==> config.mk <==
export PLATFORM = sky130hd
export DESIGN_NAME = iso14443a_rx
export DESIGN_NICKNAME = d
export VERILOG_FILES = /design/src/iso14443a_pkg.sv /design/src/iso14443a_rx.sv /design/src/rx_byte_assembler.sv /design/src/frame_decode.sv /design/src/sequence_decode.sv /design/src/rx_synchroniser.sv
export VERILOG_INCLUDE_DIRS = /design/src
export SDC_FILE = /design/constraint.sdc
export NUM_CORES = 1
export LEC_CHECK = 0
export ABC_AREA = 1
export BUFFER_PORTS_ARGS = -buffer_cell sky130_fd_sc_hd__buf_2
export CAP_MARGIN = 25
export CORE_MARGIN = 1.5
export CORE_UTILIZATION = 40
export DETAILED_ROUTE_END_ITERATION = 10
export PLACE_DENSITY = 0.57
export SYNTH_ARGS = -nofsm -noshare
export SYNTH_HDL_FRONTEND = slang
export SYNTH_HIERARCHICAL = 1
export SYNTH_SLANG_ARGS = --single-unit
==> constraint.sdc <==
create_clock -name clk -period 2.9 [get_ports clk]
set_clock_uncertainty 0.2 [all_clocks]
set_input_delay 0.145 -clock clk [delete_from_list [all_inputs] [get_ports clk]]
set_output_delay 0.145 -clock clk [all_outputs]
set_load 0.02 [all_outputs]
==> src/iso14443a_consts.svh <==
/*
 * ISO/IEC 14443-A PICC receive constants
 * synchroniser depth and modified Miller decode limits, in carrier ticks
 */
`ifndef ISO14443A_CONSTS_SVH
`define ISO14443A_CONSTS_SVH

// metastability stages on the async inputs
`define SYNC_STAGES 2

// pause interval counter width, must hold SEQ_TMO_ERR
`define SEQ_CNT_W 9

// timeouts that turn a missing pause into a Y, by previous sequence
`define SEQ_TMO_X 97
`define SEQ_TMO_Y 132
`define SEQ_TMO_Z 161
`define SEQ_TMO_ERR 384

// interval thresholds between pause ends
`define SEQ_MIN_GAP 16
`define SEQ_Z_X_SPLIT 96
`define SEQ_Y_SPLIT 64

// one bit time at fc/128
`define BIT_TICKS 128

`endif
==> src/iso14443a_pkg.sv <==
/*
 * ISO/IEC 14443-A receive package
 * sequence and frame state types shared by the PICC receive blocks
 */
package iso14443a_pkg;

    // modified Miller sequences sent by the PCD
    // X has its pause half way through the bit time, Z at the start, Y has none
    typedef enum logic [1:0] {
        SEQ_X     = 2'd0,
        SEQ_Y     = 2'd1,
        SEQ_Z     = 2'd2,
        SEQ_ERROR = 2'd3
    } pcd_bit_seq_e;

    // frame decoder states
    typedef enum logic [1:0] {
        FRAME_IDLE      = 2'd0,
        FRAME_SOC       = 2'd1,
        FRAME_DATA      = 2'd2,
        FRAME_WAIT_IDLE = 2'd3
    } frame_state_e;

endpackage

==> src/iso14443a_rx.sv <==
/*
 * ISO/IEC 14443-A PICC receive front end
 * pause_n in, decoded bytes with parity status out
 */
module iso14443a_rx (
    input  logic       clk,
    input  logic       rst_n,
    input  logic       pause_n,
    output logic       rx_idle,
    output logic       rx_soc,
    output logic [7:0] rx_data,
    output logic       rx_data_valid,
    output logic       rx_parity_error,
    output logic [2:0] rx_last_bits,
    output logic       rx_frame_done,
    output logic       rx_frame_error
);

    logic                        rst_sync_n;
    logic                        pause_n_sync;
    iso14443a_pkg::pcd_bit_seq_e seq;
    logic                        seq_valid;
    logic                        bit_valid;
    logic                        bit_value;
    logic                        eoc;

    // async inputs into the clk domain
    rx_synchroniser u_rx_synchroniser (
        .clk          (clk),
        .rst_n        (rst_n),
        .pause_n      (pause_n),
        .rst_sync_n   (rst_sync_n),
        .pause_n_sync (pause_n_sync)
    );

    sequence_decode u_sequence_decode (
        .clk          (clk),
        .rst_n        (rst_sync_n),
        .pause_n_sync (pause_n_sync),
        .seq          (seq),
        .seq_valid    (seq_valid),
        .idle         (rx_idle)
    );

    // soc and frame_error also go straight out
    frame_decode u_frame_decode (
        .clk          (clk),
        .rst_n        (rst_sync_n),
        .seq          (seq),
        .seq_valid    (seq_valid),
        .idle         (rx_idle),
        .soc          (rx_soc),
        .bit_valid    (bit_valid),
        .bit_value    (bit_value),
        .eoc          (eoc),
        .frame_error  (rx_frame_error)
    );

    rx_byte_assembler u_rx_byte_assembler (
        .clk             (clk),
        .rst_n           (rst_sync_n),
        .soc             (rx_soc),
        .bit_valid       (bit_valid),
        .bit_value       (bit_value),
        .eoc             (eoc),
        .frame_error     (rx_frame_error),
        .rx_data         (rx_data),
        .rx_data_valid   (rx_data_valid),
        .rx_parity_error (rx_parity_error),
        .rx_last_bits    (rx_last_bits),
        .rx_frame_done   (rx_frame_done)
    );

endmodule

==> src/rx_byte_assembler.sv <==
/*
 * receive byte assembler
 * LSB first shift register with odd parity check on every ninth bit
 * a short final byte is reported with its bit count
 */
module rx_byte_assembler (
    input  logic       clk,
    input  logic       rst_n,
    input  logic       soc,
    input  logic       bit_valid,
    input  logic       bit_value,
    input  logic       eoc,
    input  logic       frame_error,
    output logic [7:0] rx_data,
    output logic       rx_data_valid,
    output logic       rx_parity_error,
    output logic [2:0] rx_last_bits,
    output logic       rx_frame_done
);

    logic [7:0] shift_reg;
    logic [3:0] bit_cnt;
    logic       full_byte;
    logic       partial_byte;

    // ninth bit of a byte is its parity
    assign full_byte    = bit_valid && (bit_cnt == 4'd8);
    // eoc with 1 to 7 data bits waiting
    assign partial_byte = eoc && (bit_cnt != 4'd0) && (bit_cnt < 4'd8);

    // ------------------------------
    // data path
    // ------------------------------

    always_ff @(posedge clk) begin
        if (bit_valid && !full_byte) begin
            shift_reg <= {bit_value, shift_reg[7:1]};
        end
        if (full_byte) begin
            rx_data <= shift_reg;
        end else if (partial_byte) begin
            // move the bits received down to bit 0
            rx_data <= shift_reg >> (4'd8 - bit_cnt);
        end
    end

    // ------------------------------
    // bit count and status
    // ------------------------------

    always_ff @(posedge clk or negedge rst_n) begin
        if (!rst_n) begin
            bit_cnt         <= 4'd0;
            rx_data_valid   <= 1'b0;
            rx_parity_error <= 1'b0;
            rx_last_bits    <= 3'd0;
            rx_frame_done   <= 1'b0;
        end else begin
            rx_data_valid <= full_byte || partial_byte;
            rx_frame_done <= eoc;
            if (full_byte) begin
                // data plus parity must hold an odd number of ones
                rx_parity_error <= ~(^{bit_value, shift_reg});
                rx_last_bits    <= 3'd0;
            end else if (partial_byte) begin
                rx_parity_error <= 1'b0;
                rx_last_bits    <= bit_cnt[2:0];
            end
            // a broken frame drops whatever was collected
            if (soc || eoc || frame_error || full_byte) begin
                bit_cnt <= 4'd0;
            end else if (bit_valid) begin
                bit_cnt <= bit_cnt + 4'd1;
            end
        end
    end

    // a bit on a frame boundary would be lost to the count clear
    a_bit_apart_from_edges: assert property (
        @(posedge clk) disable iff (!rst_n) bit_valid |-> !(soc || eoc || frame_error)
    ) else $error("data bit in the same cycle as soc, eoc or frame_error");

endmodule

==> src/frame_decode.sv <==
/*
 * frame decoder
 * turns X, Y and Z sequences into SOC, data bits and EOC
 * one bit is held back so the EOC logical 0 can be dropped
 */
module frame_decode (
    input  logic                        clk,
    input  logic                        rst_n,
    input  iso14443a_pkg::pcd_bit_seq_e seq,
    input  logic                        seq_valid,
    input  logic                        idle,
    output logic                        soc,
    output logic                        bit_valid,
    output logic                        bit_value,
    output logic                        eoc,
    output logic                        frame_error
);

    iso14443a_pkg::frame_state_e state;
    iso14443a_pkg::pcd_bit_seq_e prev_seq;
    logic                        pending_value;
    logic                        is_data_seq;
    logic                        y_after_x;
    logic                        release_bit;
    logic                        load_bit;
    logic                        end_of_comm;
    logic                        bad_seq;

    // X and Z always carry a bit, Y only after an X
    assign is_data_seq = (seq == iso14443a_pkg::SEQ_X) || (seq == iso14443a_pkg::SEQ_Z);
    assign y_after_x   = (seq == iso14443a_pkg::SEQ_Y) && (prev_seq == iso14443a_pkg::SEQ_X);

    assign release_bit = seq_valid && (state == iso14443a_pkg::FRAME_DATA) &&
                         (is_data_seq || y_after_x);
    assign load_bit    = release_bit ||
                         (seq_valid && (state == iso14443a_pkg::FRAME_SOC) && is_data_seq);
    // Y after Y or Z, the pending bit is the logical 0 of EOC
    assign end_of_comm = seq_valid && (state == iso14443a_pkg::FRAME_DATA) &&
                         (seq == iso14443a_pkg::SEQ_Y) && !y_after_x;
    // a bare Y after SOC is not a frame
    assign bad_seq     = seq_valid &&
                         (((state == iso14443a_pkg::FRAME_SOC) && !is_data_seq) ||
                          ((state == iso14443a_pkg::FRAME_DATA) &&
                           (seq == iso14443a_pkg::SEQ_ERROR)));

    // ------------------------------
    // control
    // ------------------------------

    always_ff @(posedge clk or negedge rst_n) begin
        if (!rst_n) begin
            state       <= iso14443a_pkg::FRAME_IDLE;
            prev_seq    <= iso14443a_pkg::SEQ_Y;
            soc         <= 1'b0;
            bit_valid   <= 1'b0;
            eoc         <= 1'b0;
            frame_error <= 1'b0;
        end else begin
            soc         <= 1'b0;
            bit_valid   <= release_bit;
            eoc         <= end_of_comm;
            frame_error <= bad_seq;
            if (seq_valid) begin
                prev_seq <= seq;
            end
            case (state)
                iso14443a_pkg::FRAME_IDLE: begin
                    if (seq_valid && (seq == iso14443a_pkg::SEQ_Z)) begin
                        soc   <= 1'b1;
                        state <= iso14443a_pkg::FRAME_SOC;
                    end
                end
                iso14443a_pkg::FRAME_SOC: begin
                    if (bad_seq) begin
                        state <= iso14443a_pkg::FRAME_WAIT_IDLE;
                    end else if (load_bit) begin
                        state <= iso14443a_pkg::FRAME_DATA;
                    end
                end
                iso14443a_pkg::FRAME_DATA: begin
                    if (bad_seq || end_of_comm) begin
                        state <= iso14443a_pkg::FRAME_WAIT_IDLE;
                    end
                end
                default: begin
                    // sequence_decode signals idle after its final Y
                    if (idle) begin
                        state <= iso14443a_pkg::FRAME_IDLE;
                    end
                end
            endcase
        end
    end

    // held bit and released bit
    always_ff @(posedge clk) begin
        if (release_bit) begin
            bit_value <= pending_value;
        end
        if (load_bit) begin
            pending_value <= (seq == iso14443a_pkg::SEQ_X);
        end
    end

    // the Y that raises idle must already have closed the frame
    a_idle_closes_frame: assert property (
        @(posedge clk) disable iff (!rst_n)
        idle && !seq_valid |->
            (state == iso14443a_pkg::FRAME_IDLE) || (state == iso14443a_pkg::FRAME_WAIT_IDLE)
    ) else $error("idle high while a frame is still open");

endmodule

==> src/sequence_decode.sv <==
/*
 * modified Miller sequence decoder
 * times the gaps between pause ends and reports X, Y, Z or ERROR
 * two Ys in a row mean the PCD has stopped talking, so idle goes high
 */
`include "iso14443a_consts.svh"

module sequence_decode (
    input  logic                        clk,
    input  logic                        rst_n,
    input  logic                        pause_n_sync,
    output iso14443a_pkg::pcd_bit_seq_e seq,
    output logic                        seq_valid,
    output logic                        idle
);

    localparam logic [`SEQ_CNT_W-1:0] TMO_X     = `SEQ_TMO_X;
    localparam logic [`SEQ_CNT_W-1:0] TMO_Y     = `SEQ_TMO_Y;
    localparam logic [`SEQ_CNT_W-1:0] TMO_Z     = `SEQ_TMO_Z;
    localparam logic [`SEQ_CNT_W-1:0] TMO_ERR   = `SEQ_TMO_ERR;
    localparam logic [`SEQ_CNT_W-1:0] MIN_GAP   = `SEQ_MIN_GAP;
    localparam logic [`SEQ_CNT_W-1:0] Z_X_SPLIT = `SEQ_Z_X_SPLIT;
    localparam logic [`SEQ_CNT_W-1:0] Y_SPLIT   = `SEQ_Y_SPLIT;

    logic                        last_pause_n;
    logic                        pause_end;
    logic                        timeout;
    logic [`SEQ_CNT_W-1:0]       counter;
    iso14443a_pkg::pcd_bit_seq_e next_seq;

    // ------------------------------
    // pause end detect
    // ------------------------------

    // only the rising edge matters, the pause width varies with the PCD
    assign pause_end = !last_pause_n && pause_n_sync;

    always_ff @(posedge clk or negedge rst_n) begin
        if (!rst_n) begin
            last_pause_n <= 1'b1;
        end else begin
            last_pause_n <= pause_n_sync;
        end
    end

    // ------------------------------
    // interval classification
    // ------------------------------

    // sequence implied by a pause end, given the previous sequence
    always_comb begin
        case (seq)
            iso14443a_pkg::SEQ_X: begin
                // a Z straight after an X is not a legal pattern
                if (counter < MIN_GAP) begin
                    next_seq = iso14443a_pkg::SEQ_ERROR;
                end else begin
                    next_seq = iso14443a_pkg::SEQ_X;
                end
            end
            iso14443a_pkg::SEQ_Z: begin
                if (counter < MIN_GAP) begin
                    next_seq = iso14443a_pkg::SEQ_ERROR;
                end else if (counter < Z_X_SPLIT) begin
                    next_seq = iso14443a_pkg::SEQ_Z;
                end else begin
                    next_seq = iso14443a_pkg::SEQ_X;
                end
            end
            iso14443a_pkg::SEQ_Y: begin
                // no pause in the last bit time, so the counter started later
                if (counter < Y_SPLIT) begin
                    next_seq = iso14443a_pkg::SEQ_Z;
                end else begin
                    next_seq = iso14443a_pkg::SEQ_X;
                end
            end
            default: next_seq = iso14443a_pkg::SEQ_ERROR;
        endcase
    end

    // no pause seen within the window of the previous sequence
    always_comb begin
        case (seq)
            iso14443a_pkg::SEQ_X: timeout = (counter == TMO_X);
            iso14443a_pkg::SEQ_Y: timeout = (counter == TMO_Y);
            iso14443a_pkg::SEQ_Z: timeout = (counter == TMO_Z);
            default:              timeout = (counter == TMO_ERR);
        endcase
    end

    // ------------------------------
    // sequence output
    // ------------------------------

    always_ff @(posedge clk or negedge rst_n) begin
        if (!rst_n) begin
            seq       <= iso14443a_pkg::SEQ_Y;
            seq_valid <= 1'b0;
            idle      <= 1'b1;
            counter   <= '0;
        end else begin
            seq_valid <= 1'b0;
            if (idle) begin
                // first pause after idle marks start of communication
                if (pause_end) begin
                    seq       <= iso14443a_pkg::SEQ_Z;
                    seq_valid <= 1'b1;
                    idle      <= 1'b0;
                    counter   <= `SEQ_CNT_W'(1);
                end
            end else if (pause_end) begin
                counter <= `SEQ_CNT_W'(1);
                // after an error, pauses only restart the recovery wait
                if (seq != iso14443a_pkg::SEQ_ERROR) begin
                    seq       <= next_seq;
                    seq_valid <= 1'b1;
                end
            end else if (timeout) begin
                seq       <= iso14443a_pkg::SEQ_Y;
                seq_valid <= 1'b1;
                counter   <= `SEQ_CNT_W'(1);
                // second Y in a row ends the exchange
                if (seq == iso14443a_pkg::SEQ_Y) begin
                    idle <= 1'b1;
                end
            end else begin
                counter <= counter + `SEQ_CNT_W'(1);
            end
        end
    end

    a_seq_valid_single: assert property (
        @(posedge clk) disable iff (!rst_n) seq_valid |=> !seq_valid
    ) else $error("seq_valid held for two cycles");

    // a timeout inside a pause would hide the pause end behind a Y
    a_no_y_in_pause: assert property (
        @(posedge clk) disable iff (!rst_n)
        seq_valid && (seq == iso14443a_pkg::SEQ_Y) |-> $past(pause_n_sync)
    ) else $error("Y timeout fired during a pause");

endmodule

==> src/rx_synchroniser.sv <==
/*
 * receive input synchroniser
 * reset release and pause_n brought into the clk domain
 */
`include "iso14443a_consts.svh"

module rx_synchroniser (
    input  logic clk,
    input  logic rst_n,
    input  logic pause_n,
    output logic rst_sync_n,
    output logic pause_n_sync
);

    logic [`SYNC_STAGES-1:0] rst_pipe;
    logic [`SYNC_STAGES-1:0] pause_pipe;

    // asserts straight away, releases after SYNC_STAGES clocks
    always_ff @(posedge clk or negedge rst_n) begin
        if (!rst_n) begin
            rst_pipe <= '0;
        end else begin
            rst_pipe <= {rst_pipe[`SYNC_STAGES-2:0], 1'b1};
        end
    end

    assign rst_sync_n = rst_pipe[`SYNC_STAGES-1];

    // pause_n idles high, so reset to "no pause"
    always_ff @(posedge clk or negedge rst_sync_n) begin
        if (!rst_sync_n) begin
            pause_pipe <= '1;
        end else begin
            pause_pipe <= {pause_pipe[`SYNC_STAGES-2:0], pause_n};
        end
    end

    assign pause_n_sync = pause_pipe[`SYNC_STAGES-1];

endmodule

==> results.py, run 1 <==
metrics = {
    "run_status": {
        "status": "finished clean",
    },
    "synth": {
        "synth-xor-area-share_pct": 1.914,
        "muxShareOfSynthArea_pct": 0,
        "synth.area.top_cells": "dfrtp_1 24%, edfxtp_1 17%, nand2_1 13%",
        "yosys.area.top_type_share_pct": 23.92,
        "ys_warn_count": 6,
        "ys_ff_latch": 54,
        "synth_cells": 374,
        "synth_top_family_by_area": "simple AND/OR/NAND/NOR gates",
        "synth.avg_cell_area_um2": 8.390,
        "yosysSeqAreaShare_pct": 46.17,
        "synth-simple-area-share_pct": 29.70,
        "syn-num-nets": 384,
        "synth_compound_area_share_pct": 10.77,
        "synthFlopType": "dfrtp_1",
        "synth-edff-count": 18,
        "yosysTopAreaCell": "dfrtp_1",
        "synth_cell_types": 40,
        "syn_area_um2": 3138,
        "yosys.area_share.adder_pct": 2.791,
        "async_flop_share_pct": 66.67,
    },
    "timing": {
        "drv_slew": 0,
        "maxSlewHeadroom_pct": 61.82,
        "setup_viol_count_final": 0,
        "finalCriticalPeriod_ps": 2357,
        "fin_crit_sh_pct": 81.28,
        "rsz0062_at_grt": "false",
        "fmax_mhz": 424.2,
        "tightest_slew_ps": 572.7,
        "final_hold_viol_count": 0,
        "fin_tns_setup_ps": 0,
    },
    "power": {
        "p_total_mw": 2.824,
        "p_sw_mw": 1.249,
        "swShare_pct": 44.23,
        "peakVddDrop_uv": 495.2,
        "power_density_nw_per_um2": 822.9,
        "p_clk_share_pct": 15.7,
        "p_comb_share_pct": 43.6,
        "p_leak_nw": 1.655,
        "intPower_mw": 1.575,
        "pwr-share-seq_pct": 40.7,
    },
    "die": {
        "die_y_um": 91.57,
        "io_pins": 20,
        "fp-row-count": 32,
        "start_util_pct": 41.03,
        "die_w_um": 91.57,
        "die-area_um2": 8385,
        "coreArea_um2": 7647,
    },
    "critical_path": {
        "cp.arrival_ps": 2360,
        "reg2reg_depth": 10,
        "timing.rr.start": "u_rx_byte_assembler/bit_cnt[0]",
        "crit_slowest_cell": "dfrtp_1",
        "worstPathRequired_ps": 2910,
        "cp-end-kind": "flop",
        "r2r-end": "u_rx_byte_assembler/rx_last_bits[2]",
        "crit_fanout": 18,
        "crit_path_start_kind": "flop",
        "path_cells": "clkinv_4 > ha_1 > inv_1 > nor2_4 > nand2_4 > nor2_8 > inv_2 > nand2_2 > nor2_1 > a21oi_1",
        "crit_type": "flop to flop",
        "reg2reg_slack_ps": 540,
        "max_stage_delay_ps": 720,
    },
    "grt": {
        "grt_pass1_wl_um": 10610,
        "grt_max_degree": 35,
        "antenna_found_initial": 0,
        "grt_pass1_vias": 2352,
        "overflow": 0,
        "grt.total_usage_pct": 15.89,
    },
    "cells_and_area": {
        "seqCellArea_um2": 1449,
        "multi_input_area_um2": 1421,
        "nets": 408,
        "drive_above_1_share_pct": 19.80,
        "area_delta_synth_final_pct": 9.370,
        "largest_reg_flops": 9,
        "n_antenna_cell": 0,
        "nFillCells": 781,
        "final_util_pct": 44.88,
    },
    "route": {
        "routed_wl_um": 6146,
        "dr.pass1.iters": 4,
        "ant_nets": 0,
        "routed-via-count": 2430,
        "drtIter0Drc": 87,
        "avgViaCountPerCell": 4.850,
        "remaining_drc_errors": 0,
        "wl_per_cell_um": 12.27,
    },
    "placement": {
        "hpwl_um": 4619,
        "io_buffers": 19,
        "place.gp.congestion": 0.8197,
    },
    "run": {
        "maxCapViolations": 0,
    },
    "cts": {
        "htree_levels": 2,
        "clock_latency_ps": 310,
        "cts_tree": "built",
        "post-cts-setup-buffer-count": 0,
        "numClockSinks": 54,
        "cts_buffers": 5,
        "cts.path.max_buffers": 2,
        "clk_pin_slew_ps": 100,
        "root_buffer": "clkbuf_8",
    },
    "worst_hold_path": {
        "hp-class": "flop to async pin",
    },
}
==> final cells by class <==
cell class / instances / share of cell area (%)
clock buffers: 5 / 2.005
clock inverters: 3 / 0.6562
inverters: 54 / 6.125
multi-input cells: 260 / 41.41
flip-flops and latches: 54 / 42.22
well taps: 102 / 3.719
repair buffers: 23 / 3.864
==> routing by layer <==
layer  wire (µm)  track usage [%]
met3         174            2.848
met2        3054            27.36
met5           0                0
met1        2822            19.34
met4          93            6.901
==> Yosys cell counts, types with 5 or more instances <==
cell type    n
a21oi_1      7
dfrtp_1     30
dfstp_2      6
edfxtp_1    18
ha_1         7
inv_1       44
inv_2        7
nand2_1    108
nand2_2      7
nand3_1     22
nand4_1      5
nor2_1      27
o211ai_1     5
o21ai_0     14
o21ai_1     21
==> cells in the final DEF, fill, tap and decap left out, types with 2 or more instances in the layout <==
cell and count:
a21oi_1 7, buf_2 19, clkbuf_8 5, dfrtp_1 30, dfstp_2 6, dlygate4sd3_1 3
edfxtp_1 18, ha_1 7, inv_1 44, inv_2 7, inv_6 2, nand2_1 108
nand2_2 7, nand2_4 3, nand3_1 22, nand3_2 4, nand4_1 5, nor2_1 27
nor2_2 4, nor2_4 4, nor3_2 2, o211ai_1 5, o21ai_0 14, o21ai_1 21
o22ai_2 4, xor2_1 4
==> worst max path at each step <==
stage                                         from                                   to  slack [ps]
detailed placement  u_rx_byte_assembler/bit_cnt[0]  u_rx_byte_assembler/rx_last_bits[2]         570
finish              u_rx_byte_assembler/bit_cnt[0]  u_rx_byte_assembler/rx_last_bits[2]         540
CTS                 u_rx_byte_assembler/bit_cnt[0]  u_rx_byte_assembler/rx_last_bits[2]         550
global route        u_rx_byte_assembler/bit_cnt[0]  u_rx_byte_assembler/rx_last_bits[2]         360
floorplan           u_rx_byte_assembler/bit_cnt[0]       u_rx_byte_assembler/rx_data[0]        1070
global placement    u_rx_byte_assembler/bit_cnt[0]  u_rx_byte_assembler/rx_last_bits[2]         680
==> cell families after synthesis <==
| kind of cell | Yosys count |
|---|---|
| xor gates and xnor gates | 6 |
| AOI/OAI and AO/OA | 55 |
| adders and majority gates | 7 |
| DFF | 54 |
| buffers and inverters | 60 |
| and+or+nand+nor | 191 |
| other | 1 |
==> stage by stage <==
| step | area, µm² | hold WS [ps] | setup slack, ps | instances |
|---|---|---|---|---|
| global placement | 3311 | -270.2 | 675.5 | 490 |
| CTS | 3432 | 98.95 | 550.9 | 501 |
| floorplan | 3138 | -350.6 | 1065 | 374 |
| detailed placement | 3311 | -268.0 | 567.5 | 490 |
| finish | 3432 | 77.60 | 542.7 | 501 |
| global route | 3432 | 133.2 | 360.1 | 501 |
==> critical path: cells and delay by family, from the launching register on <==
| kind | cells | cell delay (ps) |
|---|---|---|
| flops | 1 | 720 |
| simple gates | 5 | 560 |
| buf+inv | 3 | 490 |
| compound gates | 1 | 50 |
| fa+ha+maj | 1 | 250 |
==> power by group through the flow <==
| stage | clock (mW) | combinational (mW) | sequential (mW) |
|---|---|---|---|
| finish | 0.443 | 1.23 | 1.15 |
| global route | 0.494 | 1.40 | 1.18 |
| CTS | 0.463 | 1.24 | 1.15 |
| detailed placement | 0 | 1.23 | 1.17 |
| global placement | 0 | 1.22 | 1.17 |
| floorplan | 0 | 1.08 | 1.10 |
==> what timing repair did <==
action,in CTS,in global routing
hold buffers,3,0
hold endpoints to repair,3,0
resized for setup,0,0
No activity file was read; power rests on OpenSTA's default activity.
==> run 2, diff against run 1 <==
--- a/config.mk
+++ b/config.mk
@@ -6,13 +6,13 @@
 export SDC_FILE = /design/constraint.sdc
 export NUM_CORES = 1
 export LEC_CHECK = 0
-export ABC_AREA = 1
+export ABC_AREA = 0
 export BUFFER_PORTS_ARGS = -buffer_cell sky130_fd_sc_hd__buf_2
 export CAP_MARGIN = 25
 export CORE_MARGIN = 1.5
 export CORE_UTILIZATION = 40
 export DETAILED_ROUTE_END_ITERATION = 10
-export PLACE_DENSITY = 0.57
+export PLACE_DENSITY = 0.6
 export SYNTH_ARGS = -nofsm -noshare
 export SYNTH_HDL_FRONTEND = slang
 export SYNTH_HIERARCHICAL = 1
==> constraint.sdc (replaced) <==
create_clock -name clk -period 2.1 [get_ports clk]
set_clock_uncertainty 0.2 [all_clocks]
set_input_delay 0.105 -clock clk [delete_from_list [all_inputs] [get_ports clk]]
set_output_delay 0.105 -clock clk [all_outputs]
set_load 0.02 [all_outputs]
==> run 2 against run 1 <==
Compared with the run above:
- combinational power decreased by 18%
- setup slack got worse by 510 ps
- synthesized cell count shrank 30%
- cell count is 20% lower
- critical path depth is 6 lower
- largest cell class unchanged
- worst hold slack about the same
- non-clock buffer count rose by 24
- maximum frequency increased by 14%
- sequential share of layout area rose by 1.5 points
- critical path type unchanged
==> results.py, run 2 <==
metrics = {
    "run": {
        "maxCapViolations": 0,
    },
    "route": {
        "top_layer": "met4",
        "wl_met2_um": 2740,
        "remaining_drc_errors": 0,
        "dr.pass1.iters": 4,
        "routed-via-count": 2118,
        "routed_wl_um": 5600,
        "drtIter0Drc": 82,
        "wl_per_cell_um": 13.97,
        "wl_met3_um": 175,
        "ant_nets": 0,
        "avgViaCountPerCell": 5.282,
        "wl_met1_um": 2620,
    },
    "cells_and_area": {
        "layout_common_cells": "30 x dfrtp_1, 25 x nand2_1, 24 x buf_4",
        "drive_above_1_share_pct": 26.89,
        "n_antenna_cell": 0,
        "final_common_cell": "dfrtp_1",
        "largest_reg_flops": 9,
        "area_delta_synth_final_pct": 15.63,
        "nFillCells": 634,
        "nets": 314,
    },
    "critical_path": {
        "r2r-end": "u_sequence_decode/seq[0]",
        "cp-endpoint": "u_sequence_decode/seq[0]",
        "worstPathRequired_ps": 2100,
        "reg2reg_slack_ps": 30,
        "cp-end-kind": "flop",
        "crit_type": "flop to flop",
        "cp.arrival_ps": 2070,
        "crit_fanout": 6,
        "timing.rr.start": "u_sequence_decode/seq[0]",
        "crit_path_start_kind": "flop",
        "reg2reg_depth": 4,
        "crit_start": "u_sequence_decode/seq[0]",
    },
    "die": {
        "io_pins": 20,
        "die-area_um2": 7680,
        "die_y_um": 87.64,
        "die_w_um": 87.64,
        "start_util_pct": 41.71,
        "coreArea_um2": 6869,
        "fp-row-count": 30,
    },
    "synth": {
        "syn_area_um2": 2865,
        "synth_common_cells": "30 x dfrtp_1, 26 x nand2_1, 19 x nor2_1",
        "yosys.area.top_type_share_pct": 26.20,
        "ys_ff_latch": 54,
        "synth-edff-count": 18,
        "ys_warn_count": 6,
        "yosysTopAreaCell": "dfrtp_1",
        "async_flop_share_pct": 66.67,
        "yosysSeqAreaShare_pct": 50.57,
        "syn-num-nets": 273,
        "synth_cells": 263,
        "synth.area.top_cells": "dfrtp_1 26%, edfxtp_1 19%, dfstp_2 5.5%",
        "synth_cell_types": 61,
        "synthFlopType": "dfrtp_1",
        "yosysMostFrequentCell": "dfrtp_1",
        "synth.avg_cell_area_um2": 10.89,
    },
    "cts": {
        "clock_latency_ps": 300,
        "clk_pin_slew_ps": 100,
        "htree_levels": 2,
        "root_buffer": "clkbuf_8",
        "numClockSinks": 54,
        "cts_buffers": 5,
        "cts_tree": "built",
        "post-cts-setup-buffer-count": 0,
        "cts.path.max_buffers": 2,
    },
    "timing": {
        "drv_slew": 0,
        "maxSlewHeadroom_pct": 63.89,
        "fin_crit_sh_pct": 98.46,
        "rsz0062_at_grt": "false",
        "final_hold_viol_count": 0,
        "finalCriticalPeriod_ps": 2068,
        "fin_tns_setup_ps": 0,
        "setup_viol_count_final": 0,
        "tightest_slew_ps": 538.5,
        "worst_slack_ps": 32.32,
        "whs_ps": 77.51,
        "fmax_mhz": 483.6,
    },
    "grt": {
        "grt_pass1_vias": 1987,
        "grt_max_degree": 35,
        "overflow": 0,
        "grt_pass1_wl_um": 9335,
        "antenna_found_initial": 0,
        "grt.total_usage_pct": 15.42,
    },
    "placement": {
        "io_buffers": 19,
        "dp_slack_ps": 26.23,
        "place.gp.congestion": 0.8446,
        "hpwl_um": 4063,
    },
    "power": {
        "peakVddDrop_uv": 412.4,
        "swShare_pct": 33.46,
        "p_leak_nw": 1.436,
        "intPower_mw": 1.906,
        "pwr-share-seq_pct": 44.6,
        "p_total_mw": 2.864,
        "p_sw_uw": 958.3,
        "p_comb_share_pct": 35.3,
        "power_density_nw_per_um2": 864.5,
        "p_clk_share_pct": 20.1,
    },
    "run_status": {
        "status": "finished clean",
    },
    "worst_hold_path": {
        "hp-class": "flop to async pin",
    },
}
==> run 2: power groups by stage <==
stage          logic (mW)  clock network, mW  registers (mW)
6_report             1.01              0.576            1.28
2_1_floorplan       0.730                  0            1.32
3_5_place_dp        0.986                  0            1.30
4_1_cts             0.993              0.601            1.28
3_3_place_gp        0.970                  0            1.30
5_1_grt              1.13              0.638            1.30
==> run 2: cell type report <==
| type | instances | area [µm²] | area share (%) |
|---|---|---|---|
| flip-flops and latches | 54 | 1449 | 43.73 |
| multi-input cells | 188 | 1308 | 39.46 |
| repair buffers | 47 | 316.6 | 9.554 |
| well taps | 96 | 120.1 | 3.625 |
| clock buffers | 5 | 68.82 | 2.077 |
| inverters | 8 | 30.03 | 0.9063 |
| clock inverters | 3 | 21.27 | 0.6420 |
==> run 2: cell families after synthesis <==
group                      synth area share, %
AOI/OAI and AO/OA                        14.59
adders and majority gates                3.057
buffers and inverters                    4.104
other                                   0.1309
xor gates and xnor gates                 3.799
DFF                                      50.57
muxes                                    6.288
and+or+nand+nor                          17.47
==> run 2: how the worst min path moves through the flow <==
| stage | startpoint | to | cells past startpoint |
|---|---|---|---|
| 2_1_floorplan | rst_n | u_rx_synchroniser/rst_pipe[0] | 0 |
| 3_3_place_gp | rst_n | u_rx_synchroniser/rst_pipe[0] | 1 |
| 3_5_place_dp | rst_n | u_rx_synchroniser/rst_pipe[0] | 1 |
| 4_1_cts | u_rx_synchroniser/rst_pipe[1] | u_rx_byte_assembler/rx_last_bits[1] | 1 |
| 5_1_grt | u_rx_synchroniser/rst_pipe[1] | u_rx_byte_assembler/rx_last_bits[1] | 1 |
| 6_report | u_rx_synchroniser/rst_pipe[1] | u_rx_byte_assembler/rx_frame_done | 1 |
==> run 2: through the flow <==
step	instance area, µm²	cells	utilization, %
after CTS	3303	401	48.09
after floorplan	2868	263	-
after global routing	3313	401	48.23
final	3313	401	48.23
after global placement	3183	390	46.34
after detailed placement	3183	390	46.34
==> run 2: repair_timing <==
action	in CTS	in global routing
hold buffers	3	0
gates resized for setup	0	3
endpoints found under the setup margin	0	10
hold endpoints to repair	3	0
==> run 2: critical path: stages, from the launching register on <==
cell and delay (ps):
dfstp_2 410, or4b_1 500, a2111o_1 450, buf_6 150, o311ai_1 260
==> run 2: metal layers <==
layer | up-vias | global-route usage [%]
li1 | 1047 | -
met1 | 1022 | 19.81
met2 | 45 | 26.01
met3 | 4 | 3.110
met4 | 0 | 5.195
met5 | - | 0
